<file path="config.mk">
export PLATFORM = sky130hd
export DESIGN_NAME = peripheral_subsystem
export DESIGN_NICKNAME = d
export VERILOG_FILES = /design/src/periph_pkg.sv /design/src/gpio_block.sv /design/src/irq_ctrl.sv /design/src/periph_bus_ctrl.sv /design/src/peripheral_subsystem.sv
export SDC_FILE = /design/constraint.sdc
export NUM_CORES = 1
export LEC_CHECK = 0
export BUFFER_PORTS_ARGS = -buffer_cell sky130_fd_sc_hd__buf_2
export CAP_MARGIN = 15
export CORE_ASPECT_RATIO = 0.5
export CORE_MARGIN = 5
export CORE_UTILIZATION = 35
export CTS_CLUSTER_SIZE = 10
export DETAILED_ROUTE_END_ITERATION = 8
export HOLD_SLACK_MARGIN = 0.06
export PLACE_DENSITY = 0.63
export SYNTH_ARGS = -nofsm -noshare
export SYNTH_HDL_FRONTEND = slang
export SYNTH_SLANG_ARGS = --single-unit
</file>
<file path="constraint.sdc">
create_clock -name clk_i -period 4.7 [get_ports clk_i]
set_clock_uncertainty 0.15 [all_clocks]
set_input_delay 0.94 -clock clk_i [delete_from_list [all_inputs] [get_ports clk_i]]
set_output_delay 0.94 -clock clk_i [all_outputs]
set_load 0.05 [all_outputs]
</file>
<file path="src/periph_pkg.sv">
/* Shared widths, address map, register offsets, interrupt source
   numbering and the bus controller state type */
package periph_pkg;

  localparam int ADDR_W = 32;
  localparam int DATA_W = 32;
  localparam int OFFS_W = 8;

  localparam int NUM_GPIO = 8;
  localparam int NUM_EXT_INT = 4;
  localparam int NUM_SRC = 16;
  localparam int SRC_ID_W = 4;

  typedef logic [ADDR_W-1:0] addr_t;
  typedef logic [DATA_W-1:0] data_t;
  typedef logic [OFFS_W-1:0] offs_t;
  typedef logic [NUM_GPIO-1:0] gpio_t;
  typedef logic [NUM_SRC-1:0] src_t;
  typedef logic [SRC_ID_W-1:0] src_id_t;

  // Source 0 is reserved, sources above the external lines are tied off
  localparam int GPIO_SRC_BASE = 1;
  localparam int EXT_SRC_BASE = 9;

  // Each region spans 256 bytes
  localparam addr_t REGION_MASK = 32'hFFFF_FF00;
  localparam addr_t GPIO_BASE = 32'h0000_0000;
  localparam addr_t IRQ_BASE = 32'h0000_0100;
  localparam addr_t EXT_BASE = 32'h0000_0200;

  localparam offs_t GPIO_IN_OFFS = 8'h00;
  localparam offs_t GPIO_OUT_OFFS = 8'h04;
  localparam offs_t GPIO_OE_OFFS = 8'h08;
  localparam offs_t GPIO_IE_OFFS = 8'h0C;
  localparam offs_t GPIO_IS_OFFS = 8'h10;

  localparam offs_t IRQ_PEND_OFFS = 8'h00;
  localparam offs_t IRQ_EN_OFFS = 8'h04;
  localparam offs_t IRQ_CLAIM_OFFS = 8'h08;
  localparam offs_t IRQ_MSIP_OFFS = 8'h0C;

  typedef enum logic [1:0] {
    BUS_IDLE,
    BUS_EXT,
    BUS_RESP
  } bus_state_e;

endpackage

</file>
<file path="src/gpio_block.sv">
`timescale 1ns/10ps
/* GPIO registers: output, output enable, synchronized input,
   rising-edge interrupt enable and write-one-to-clear status */
module gpio_block (
  input  logic              clk_i,
  input  logic              rst_n_i,
  input  logic              sel_i,
  input  logic              wr_en_i,
  input  logic              rd_en_i,
  input  periph_pkg::offs_t offs_i,
  input  periph_pkg::data_t wdata_i,
  input  periph_pkg::gpio_t gpio_i,
  output periph_pkg::data_t rdata_o,
  output periph_pkg::gpio_t gpio_o,
  output periph_pkg::gpio_t gpio_en_o,
  output periph_pkg::gpio_t intr_o
);

  periph_pkg::gpio_t out_q;
  periph_pkg::gpio_t oe_q;
  periph_pkg::gpio_t ie_q;
  periph_pkg::gpio_t is_q;
  periph_pkg::gpio_t meta_q;
  periph_pkg::gpio_t in_sync_q;
  periph_pkg::gpio_t in_prev_q;

  periph_pkg::gpio_t wr_bits;
  periph_pkg::gpio_t rise;
  logic              wr;

  assign wr = sel_i & wr_en_i;
  assign wr_bits = wdata_i[periph_pkg::NUM_GPIO-1:0];
  assign rise = in_sync_q & ~in_prev_q & ie_q;

  assign gpio_o = out_q;
  assign gpio_en_o = oe_q;
  assign intr_o = is_q;

  // Two-stage synchronizer plus one stage for edge detection
  always_ff @(posedge clk_i) begin
    if (!rst_n_i) begin
      meta_q <= '0;
      in_sync_q <= '0;
      in_prev_q <= '0;
    end else begin
      meta_q <= gpio_i;
      in_sync_q <= meta_q;
      in_prev_q <= in_sync_q;
    end
  end

  always_ff @(posedge clk_i) begin
    if (!rst_n_i) begin
      out_q <= '0;
      oe_q <= '0;
      ie_q <= '0;
      is_q <= '0;
    end else begin
      if (wr && offs_i == periph_pkg::GPIO_OUT_OFFS) begin
        out_q <= wr_bits;
      end
      if (wr && offs_i == periph_pkg::GPIO_OE_OFFS) begin
        oe_q <= wr_bits;
      end
      if (wr && offs_i == periph_pkg::GPIO_IE_OFFS) begin
        ie_q <= wr_bits;
      end
      // A new edge wins over a clear in the same cycle
      if (wr && offs_i == periph_pkg::GPIO_IS_OFFS) begin
        is_q <= (is_q & ~wr_bits) | rise;
      end else begin
        is_q <= is_q | rise;
      end
    end
  end

  always_comb begin
    rdata_o = '0;
    if (sel_i && rd_en_i) begin
      case (offs_i)
        periph_pkg::GPIO_IN_OFFS:  rdata_o = periph_pkg::data_t'(in_sync_q);
        periph_pkg::GPIO_OUT_OFFS: rdata_o = periph_pkg::data_t'(out_q);
        periph_pkg::GPIO_OE_OFFS:  rdata_o = periph_pkg::data_t'(oe_q);
        periph_pkg::GPIO_IE_OFFS:  rdata_o = periph_pkg::data_t'(ie_q);
        periph_pkg::GPIO_IS_OFFS:  rdata_o = periph_pkg::data_t'(is_q);
        default:                   rdata_o = '0;
      endcase
    end
  end

endmodule

</file>
<file path="src/irq_ctrl.sv">
`timescale 1ns/10ps
/* Interrupt controller: level-latched pending bits, enable mask,
   lowest-ID claim and software interrupt bit */
module irq_ctrl (
  input  logic              clk_i,
  input  logic              rst_n_i,
  input  logic              sel_i,
  input  logic              wr_en_i,
  input  logic              rd_en_i,
  input  periph_pkg::offs_t offs_i,
  input  periph_pkg::data_t wdata_i,
  input  periph_pkg::src_t  src_i,
  output periph_pkg::data_t rdata_o,
  output logic              irq_o,
  output logic              msip_o
);

  periph_pkg::src_t    pend_q;
  periph_pkg::src_t    en_q;
  logic                msip_q;
  logic                irq_q;

  periph_pkg::src_t    active;
  periph_pkg::src_t    clr_mask;
  periph_pkg::src_id_t claim_id;
  logic                wr;
  logic                claim;

  assign wr = sel_i & wr_en_i;
  assign claim = sel_i & rd_en_i & (offs_i == periph_pkg::IRQ_CLAIM_OFFS);
  assign active = pend_q & en_q;

  assign irq_o = irq_q;
  assign msip_o = msip_q;

  // Lowest active ID, source 0 never claimed
  always_comb begin
    claim_id = '0;
    for (int i = periph_pkg::NUM_SRC - 1; i > 0; i--) begin
      if (active[i]) begin
        claim_id = periph_pkg::src_id_t'(i);
      end
    end
  end

  always_comb begin
    clr_mask = '0;
    if (claim) begin
      clr_mask[claim_id] = 1'b1;
    end
  end

  // Clear wins, a source still high sets its bit again next cycle
  always_ff @(posedge clk_i) begin
    if (!rst_n_i) begin
      pend_q <= '0;
      en_q <= '0;
      msip_q <= 1'b0;
      irq_q <= 1'b0;
    end else begin
      pend_q <= (pend_q | src_i) & ~clr_mask;
      irq_q <= |active;
      if (wr && offs_i == periph_pkg::IRQ_EN_OFFS) begin
        en_q <= wdata_i[periph_pkg::NUM_SRC-1:0];
      end
      if (wr && offs_i == periph_pkg::IRQ_MSIP_OFFS) begin
        msip_q <= wdata_i[0];
      end
    end
  end

  always_comb begin
    rdata_o = '0;
    if (sel_i && rd_en_i) begin
      case (offs_i)
        periph_pkg::IRQ_PEND_OFFS:  rdata_o = periph_pkg::data_t'(pend_q);
        periph_pkg::IRQ_EN_OFFS:    rdata_o = periph_pkg::data_t'(en_q);
        periph_pkg::IRQ_CLAIM_OFFS: rdata_o = periph_pkg::data_t'(claim_id);
        periph_pkg::IRQ_MSIP_OFFS:  rdata_o = periph_pkg::data_t'(msip_q);
        default:                    rdata_o = '0;
      endcase
    end
  end

endmodule

</file>
<file path="src/periph_bus_ctrl.sv">
`timescale 1ns/10ps
/* Bus slave control: request/grant handshake, address decode,
   internal target strobes, external window and response return */
module periph_bus_ctrl (
  input  logic              clk_i,
  input  logic              rst_n_i,
  input  logic              req_i,
  input  logic              we_i,
  input  periph_pkg::addr_t addr_i,
  input  periph_pkg::data_t wdata_i,
  input  periph_pkg::data_t gpio_rdata_i,
  input  periph_pkg::data_t irq_rdata_i,
  input  logic              ext_ready_i,
  input  periph_pkg::data_t ext_rdata_i,
  output logic              gnt_o,
  output logic              rvalid_o,
  output periph_pkg::data_t rdata_o,
  output logic              err_o,
  output logic              wr_en_o,
  output logic              rd_en_o,
  output periph_pkg::offs_t offs_o,
  output periph_pkg::data_t wdata_o,
  output logic              gpio_sel_o,
  output logic              irq_sel_o,
  output logic              ext_req_o,
  output logic              ext_we_o,
  output periph_pkg::offs_t ext_addr_o,
  output periph_pkg::data_t ext_wdata_o
);

  periph_pkg::bus_state_e state_q;
  periph_pkg::bus_state_e state_d;
  periph_pkg::data_t      rdata_q;
  logic                   err_q;
  logic                   ext_we_q;
  periph_pkg::offs_t      ext_addr_q;
  periph_pkg::data_t      ext_wdata_q;

  logic accept;
  logic gpio_hit;
  logic irq_hit;
  logic ext_hit;

  assign gpio_hit = (addr_i & periph_pkg::REGION_MASK) == periph_pkg::GPIO_BASE;
  assign irq_hit = (addr_i & periph_pkg::REGION_MASK) == periph_pkg::IRQ_BASE;
  assign ext_hit = (addr_i & periph_pkg::REGION_MASK) == periph_pkg::EXT_BASE;

  assign gnt_o = (state_q == periph_pkg::BUS_IDLE);
  assign accept = req_i & gnt_o;

  // Strobes only in the grant cycle
  assign gpio_sel_o = accept & gpio_hit;
  assign irq_sel_o = accept & irq_hit;
  assign wr_en_o = (gpio_sel_o | irq_sel_o) & we_i;
  assign rd_en_o = (gpio_sel_o | irq_sel_o) & ~we_i;
  assign offs_o = addr_i[periph_pkg::OFFS_W-1:0];
  assign wdata_o = wdata_i;

  assign rvalid_o = (state_q == periph_pkg::BUS_RESP);
  assign rdata_o = rdata_q;
  assign err_o = err_q;

  assign ext_req_o = (state_q == periph_pkg::BUS_EXT);
  assign ext_we_o = ext_we_q;
  assign ext_addr_o = ext_addr_q;
  assign ext_wdata_o = ext_wdata_q;

  always_comb begin
    state_d = state_q;
    case (state_q)
      periph_pkg::BUS_IDLE: begin
        if (accept) begin
          state_d = ext_hit ? periph_pkg::BUS_EXT : periph_pkg::BUS_RESP;
        end
      end
      periph_pkg::BUS_EXT: begin
        if (ext_ready_i) begin
          state_d = periph_pkg::BUS_RESP;
        end
      end
      default: state_d = periph_pkg::BUS_IDLE;
    endcase
  end

  always_ff @(posedge clk_i) begin
    if (!rst_n_i) begin
      state_q <= periph_pkg::BUS_IDLE;
    end else begin
      state_q <= state_d;
    end
  end

  // Targets drive zero unless read-strobed, so OR picks the one answering
  always_ff @(posedge clk_i) begin
    if (accept) begin
      err_q <= ~(gpio_hit | irq_hit | ext_hit);
      rdata_q <= gpio_rdata_i | irq_rdata_i;
      if (ext_hit) begin
        ext_we_q <= we_i;
        ext_addr_q <= addr_i[periph_pkg::OFFS_W-1:0];
        ext_wdata_q <= wdata_i;
      end
    end else if (ext_req_o && ext_ready_i) begin
      rdata_q <= ext_we_q ? '0 : ext_rdata_i;
    end
  end

endmodule

</file>
<file path="src/peripheral_subsystem.sv">
`timescale 1ns/10ps
/* Peripheral subsystem top: bus controller, GPIO block, interrupt
   controller and the interrupt source vector */
module peripheral_subsystem (
  input  logic                               clk_i,
  input  logic                               rst_n_i,
  input  logic                               req_i,
  input  logic                               we_i,
  input  periph_pkg::addr_t                  addr_i,
  input  periph_pkg::data_t                  wdata_i,
  input  periph_pkg::gpio_t                  gpio_i,
  input  logic [periph_pkg::NUM_EXT_INT-1:0] ext_intr_i,
  input  logic                               ext_ready_i,
  input  periph_pkg::data_t                  ext_rdata_i,
  output logic                               gnt_o,
  output logic                               rvalid_o,
  output periph_pkg::data_t                  rdata_o,
  output logic                               err_o,
  output periph_pkg::gpio_t                  gpio_o,
  output periph_pkg::gpio_t                  gpio_en_o,
  output logic                               irq_o,
  output logic                               msip_o,
  output logic                               ext_req_o,
  output logic                               ext_we_o,
  output periph_pkg::offs_t                  ext_addr_o,
  output periph_pkg::data_t                  ext_wdata_o
);

  logic              wr_en;
  logic              rd_en;
  logic              gpio_sel;
  logic              irq_sel;
  periph_pkg::offs_t offs;
  periph_pkg::data_t wdata;
  periph_pkg::data_t gpio_rdata;
  periph_pkg::data_t irq_rdata;
  periph_pkg::gpio_t gpio_intr;
  periph_pkg::src_t  intr_src;

  // Source 0 reserved, unused upper IDs tied low
  assign intr_src[0] = 1'b0;
  assign intr_src[periph_pkg::GPIO_SRC_BASE +: periph_pkg::NUM_GPIO] = gpio_intr;
  assign intr_src[periph_pkg::EXT_SRC_BASE +: periph_pkg::NUM_EXT_INT] = ext_intr_i;
  assign intr_src[periph_pkg::NUM_SRC-1:periph_pkg::EXT_SRC_BASE+periph_pkg::NUM_EXT_INT] = '0;

  periph_bus_ctrl bus_ctrl_i (
    .clk_i        (clk_i),
    .rst_n_i      (rst_n_i),
    .req_i        (req_i),
    .we_i         (we_i),
    .addr_i       (addr_i),
    .wdata_i      (wdata_i),
    .gpio_rdata_i (gpio_rdata),
    .irq_rdata_i  (irq_rdata),
    .ext_ready_i  (ext_ready_i),
    .ext_rdata_i  (ext_rdata_i),
    .gnt_o        (gnt_o),
    .rvalid_o     (rvalid_o),
    .rdata_o      (rdata_o),
    .err_o        (err_o),
    .wr_en_o      (wr_en),
    .rd_en_o      (rd_en),
    .offs_o       (offs),
    .wdata_o      (wdata),
    .gpio_sel_o   (gpio_sel),
    .irq_sel_o    (irq_sel),
    .ext_req_o    (ext_req_o),
    .ext_we_o     (ext_we_o),
    .ext_addr_o   (ext_addr_o),
    .ext_wdata_o  (ext_wdata_o)
  );

  gpio_block gpio_block_i (
    .clk_i     (clk_i),
    .rst_n_i   (rst_n_i),
    .sel_i     (gpio_sel),
    .wr_en_i   (wr_en),
    .rd_en_i   (rd_en),
    .offs_i    (offs),
    .wdata_i   (wdata),
    .gpio_i    (gpio_i),
    .rdata_o   (gpio_rdata),
    .gpio_o    (gpio_o),
    .gpio_en_o (gpio_en_o),
    .intr_o    (gpio_intr)
  );

  irq_ctrl irq_ctrl_i (
    .clk_i   (clk_i),
    .rst_n_i (rst_n_i),
    .sel_i   (irq_sel),
    .wr_en_i (wr_en),
    .rd_en_i (rd_en),
    .offs_i  (offs),
    .wdata_i (wdata),
    .src_i   (intr_src),
    .rdata_o (irq_rdata),
    .irq_o   (irq_o),
    .msip_o  (msip_o)
  );

endmodule

</file>
==> impl_metrics.ini <==
[placement]
routabilityCongestion = 0.8596
hpwl_um = 14600
dpl_worst_slack_ns = 1.286
portBuffers = 207

[clocking]
cts_resized = 0
clkLatencyLatePin_ns = 0.43
clkTransAtPathRegs_ns = 0.06
cts_buffers = 17
clk_path_buf_depth = 2
tritoncts = built
cts_sinks = 166
cts_setup_buffers = 0
cts_root_buf = clkbuf_16
cts_hold_buf = 0
ctsHtreeMaxLevel = 4

[yosys]
synthMuxAreaShare_pct = 3.055
yosys-top-cells-area = edfxtp_1, dfxtp_1, nand2_1
yosys-top-cells-count = dfxtp_1, nand2_1, edfxtp_1, o21ai_0, a21oi_1
syn-cell-area_sq_mm = 0.006675
synth_cell_type_count = 51
synth_top_family_by_area = simple AND/OR/NAND/NOR gates
synth_compound_area_share_pct = 14.41
ys_seq_area_share_pct = 60.88
synth-seq-cells = 166
synth-simple-area-share_pct = 19.53
ys_warn_count = 0
syn_nets = 736
avgSynthCellArea_sq_um = 10.71
synthArstFlopShare_pct = 0
synth.top_cell.area_share_pct = 33.29
synth_ff_type = dfxtp_1
synth_fa_ha_area_share_pct = 0
syn_inst = 623
synth_edf_count = 74
synth_top_area_cell = edfxtp_1
synthXorXnorAreaFrac_pct = 0

[floorplanning]
die_h_um = 107.7
rows = 35
num_io_pins = 208
initial_core_util_pct = 35.95
dieWidth_um = 205.3
die-area_sq_mm = 0.02210
core_sq_mm = 0.01857

[setup_path]
crit_slowest_cell = or4b_1
critPathRequiredTime_ns = 4.68
cp.arrival_ns = 2.94
crit_path_end_kind = flip-flop
crit_type = in2reg
cp-start-kind = input port
crit_family = simple AND/OR/NAND/NOR gates
path_cells = buf_2 -> nor4_1 -> nand3_1 -> or4b_1 -> nor2_4 -> buf_12
path_max_fanout = 23
max_stage_delay_ns = 0.61
critPathBufInv = 2

[finish]
finish.utilization_pct = 46.15
layout-drive-gt1-share_pct = 31.16
n_antenna_cell = 0
fin_nets = 944
area_delta_synth_final_pct = 28.36

[timing]
hold_viol = 0
maxSlewViolCount = 0
setup-tns-final_ns = 0
layout_setup_ws_ns = 1.736
worst_slew_pin_slew_ns = 0.8208
setup_viol = 0
fmax_ghz = 0.3374
worst_hold_slack_ns = 0.2806
slew_headroom_pct = 44.81
min_period_ns = 2.964
rsz0062_at_grt = no
post-route-period-util_pct = 63.07

[drt]
drt-total-wl_um = 19840
drtIter0Drc = 496
firstDrtPassIters = 5
wl_per_cell_um = 17.98
ant_nets = 0
vias = 5533
drc_errors = 0
viasPerCell = 5.016

[pwr]
p_per_area_mw_per_mm2 = 362.7
irDropWorstVdd_mv = 0.2247
p_leak_nw = 3.469

[global_routing]
grt_pass1_vias = 5390
grtUsageTotal_pct = 17.65
grt_overflow = 0
antenna_found_initial = 0
grt_first_pass_wirelength_um = 30060
grt_max_degree = 73

[run]
cap_violations = 0

[status]
run_status = complete, no violations

[worst_hold_path]
worst_hold_path_type = reg2reg
==> final timing paths <==
path         cells past startpoint                               start                                     end  slack, ns
max                              6                          addr_i[14]    bus_ctrl_i.ext_wdata_o[13]$_DFFE_PP_       1.74
min reg2reg                      1   gpio_block_i.meta_q[0]$_SDFF_PN0_    gpio_block_i.in_sync_q[0]$_SDFF_PN0_       0.28
max reg2reg                      6  bus_ctrl_i.state_q[0]$_SDFFE_PN0P_  gpio_block_i.gpio_en_o[0]$_SDFFE_PN0P_       2.31
min                              1   gpio_block_i.meta_q[0]$_SDFF_PN0_    gpio_block_i.in_sync_q[0]$_SDFF_PN0_       0.28
==> layout make-up <==
| type | instances | area (sq um) |
|---|---|---|
| multi-input cells | 426 | 2480 |
| clock buffers | 17 | 425.4 |
| well taps | 259 | 324.1 |
| repair buffers | 217 | 1124 |
| fillers | 1791 | 10000 |
| flip-flops and latches | 166 | 4064 |
| clock inverters | 15 | 140.1 |
| inverters | 3 | 11.26 |
==> sequential cells by signal, indices dropped and copies added, names as in the netlist, 8 cells and up <==
register and cells:
gpio_block_i.in_sync_q 8, irq_ctrl_i.en_q 16, gpio_block_i.ie_q 8, gpio_block_i.gpio_en_o 8, gpio_block_i.intr_o 8, bus_ctrl_i.ext_wdata_o 32
irq_ctrl_i.pend_q 16, gpio_block_i.meta_q 8, gpio_block_i.gpio_o 8, bus_ctrl_i.rdata_o 32, bus_ctrl_i.ext_addr_o 8, gpio_block_i.in_prev_q 8
==> through the flow <==
| step | std cells | instance area (sq um) | power (mW) |
|---|---|---|---|
| finish | 1103 | 8568 | 3.108 |
| global placement | 1071 | 8003 | 1.786 |
| detailed placement | 1071 | 8003 | 1.787 |
| CTS | 1103 | 8568 | 3.132 |
| floorplan | 623 | 6675 | 1.692 |
| global route | 1103 | 8568 | 3.212 |
==> kinds of logic after synthesis <==
family,Yosys count
simple gates,247
flops,166
compound gates,160
buf+inv,31
mux,19
==> power breakdown <==
group / internal (mW) / switching (mW)
combinational: 0.0671 / 0.143
sequential: 1.53 / 0.00998
clock: 0.742 / 0.612
total: 2.34 / 0.765
==> layer usage <==
layer / track usage (%) / wire length [um] / share of wire [%] / up-vias
met4: 5.205 / 261 / 1.3 / 0
met1: 24.44 / 9203 / 46 / 2627
met2: 27.82 / 9074 / 46 / 203
met3: 3.943 / 1295 / 6.5 / 16
met5: 0 / 0 / 0 / -
li1: - / - / - / 2687
==> placed cells by master, fill, tap and decap left out, drive strengths merged, types with 2 or more instances in the layout <==
master,netlist,final
clkinv,0,6
a32o,3,3
o211ai,2,2
nor2b,12,12
a22o,9,9
a211oi,2,2
and3,7,7
and2,44,44
o21ai,53,53
mux2i,17,17
nor4b,2,2
o221ai,4,4
nand2,93,93
nor3b,3,3
nand4,3,3
nor3,7,7
dfxtp,92,92
nor2,28,28
buf,11,217
o22ai,3,3
o2111ai,2,2
a31oi,3,3
a21oi,52,52
inv,3,11
clkbuf,17,17
a22oi,22,22
nand3,27,27
edfxtp,74,74
nor4,7,7
and3b,8,8
Note: power is estimated with default switching activity, not from simulation.
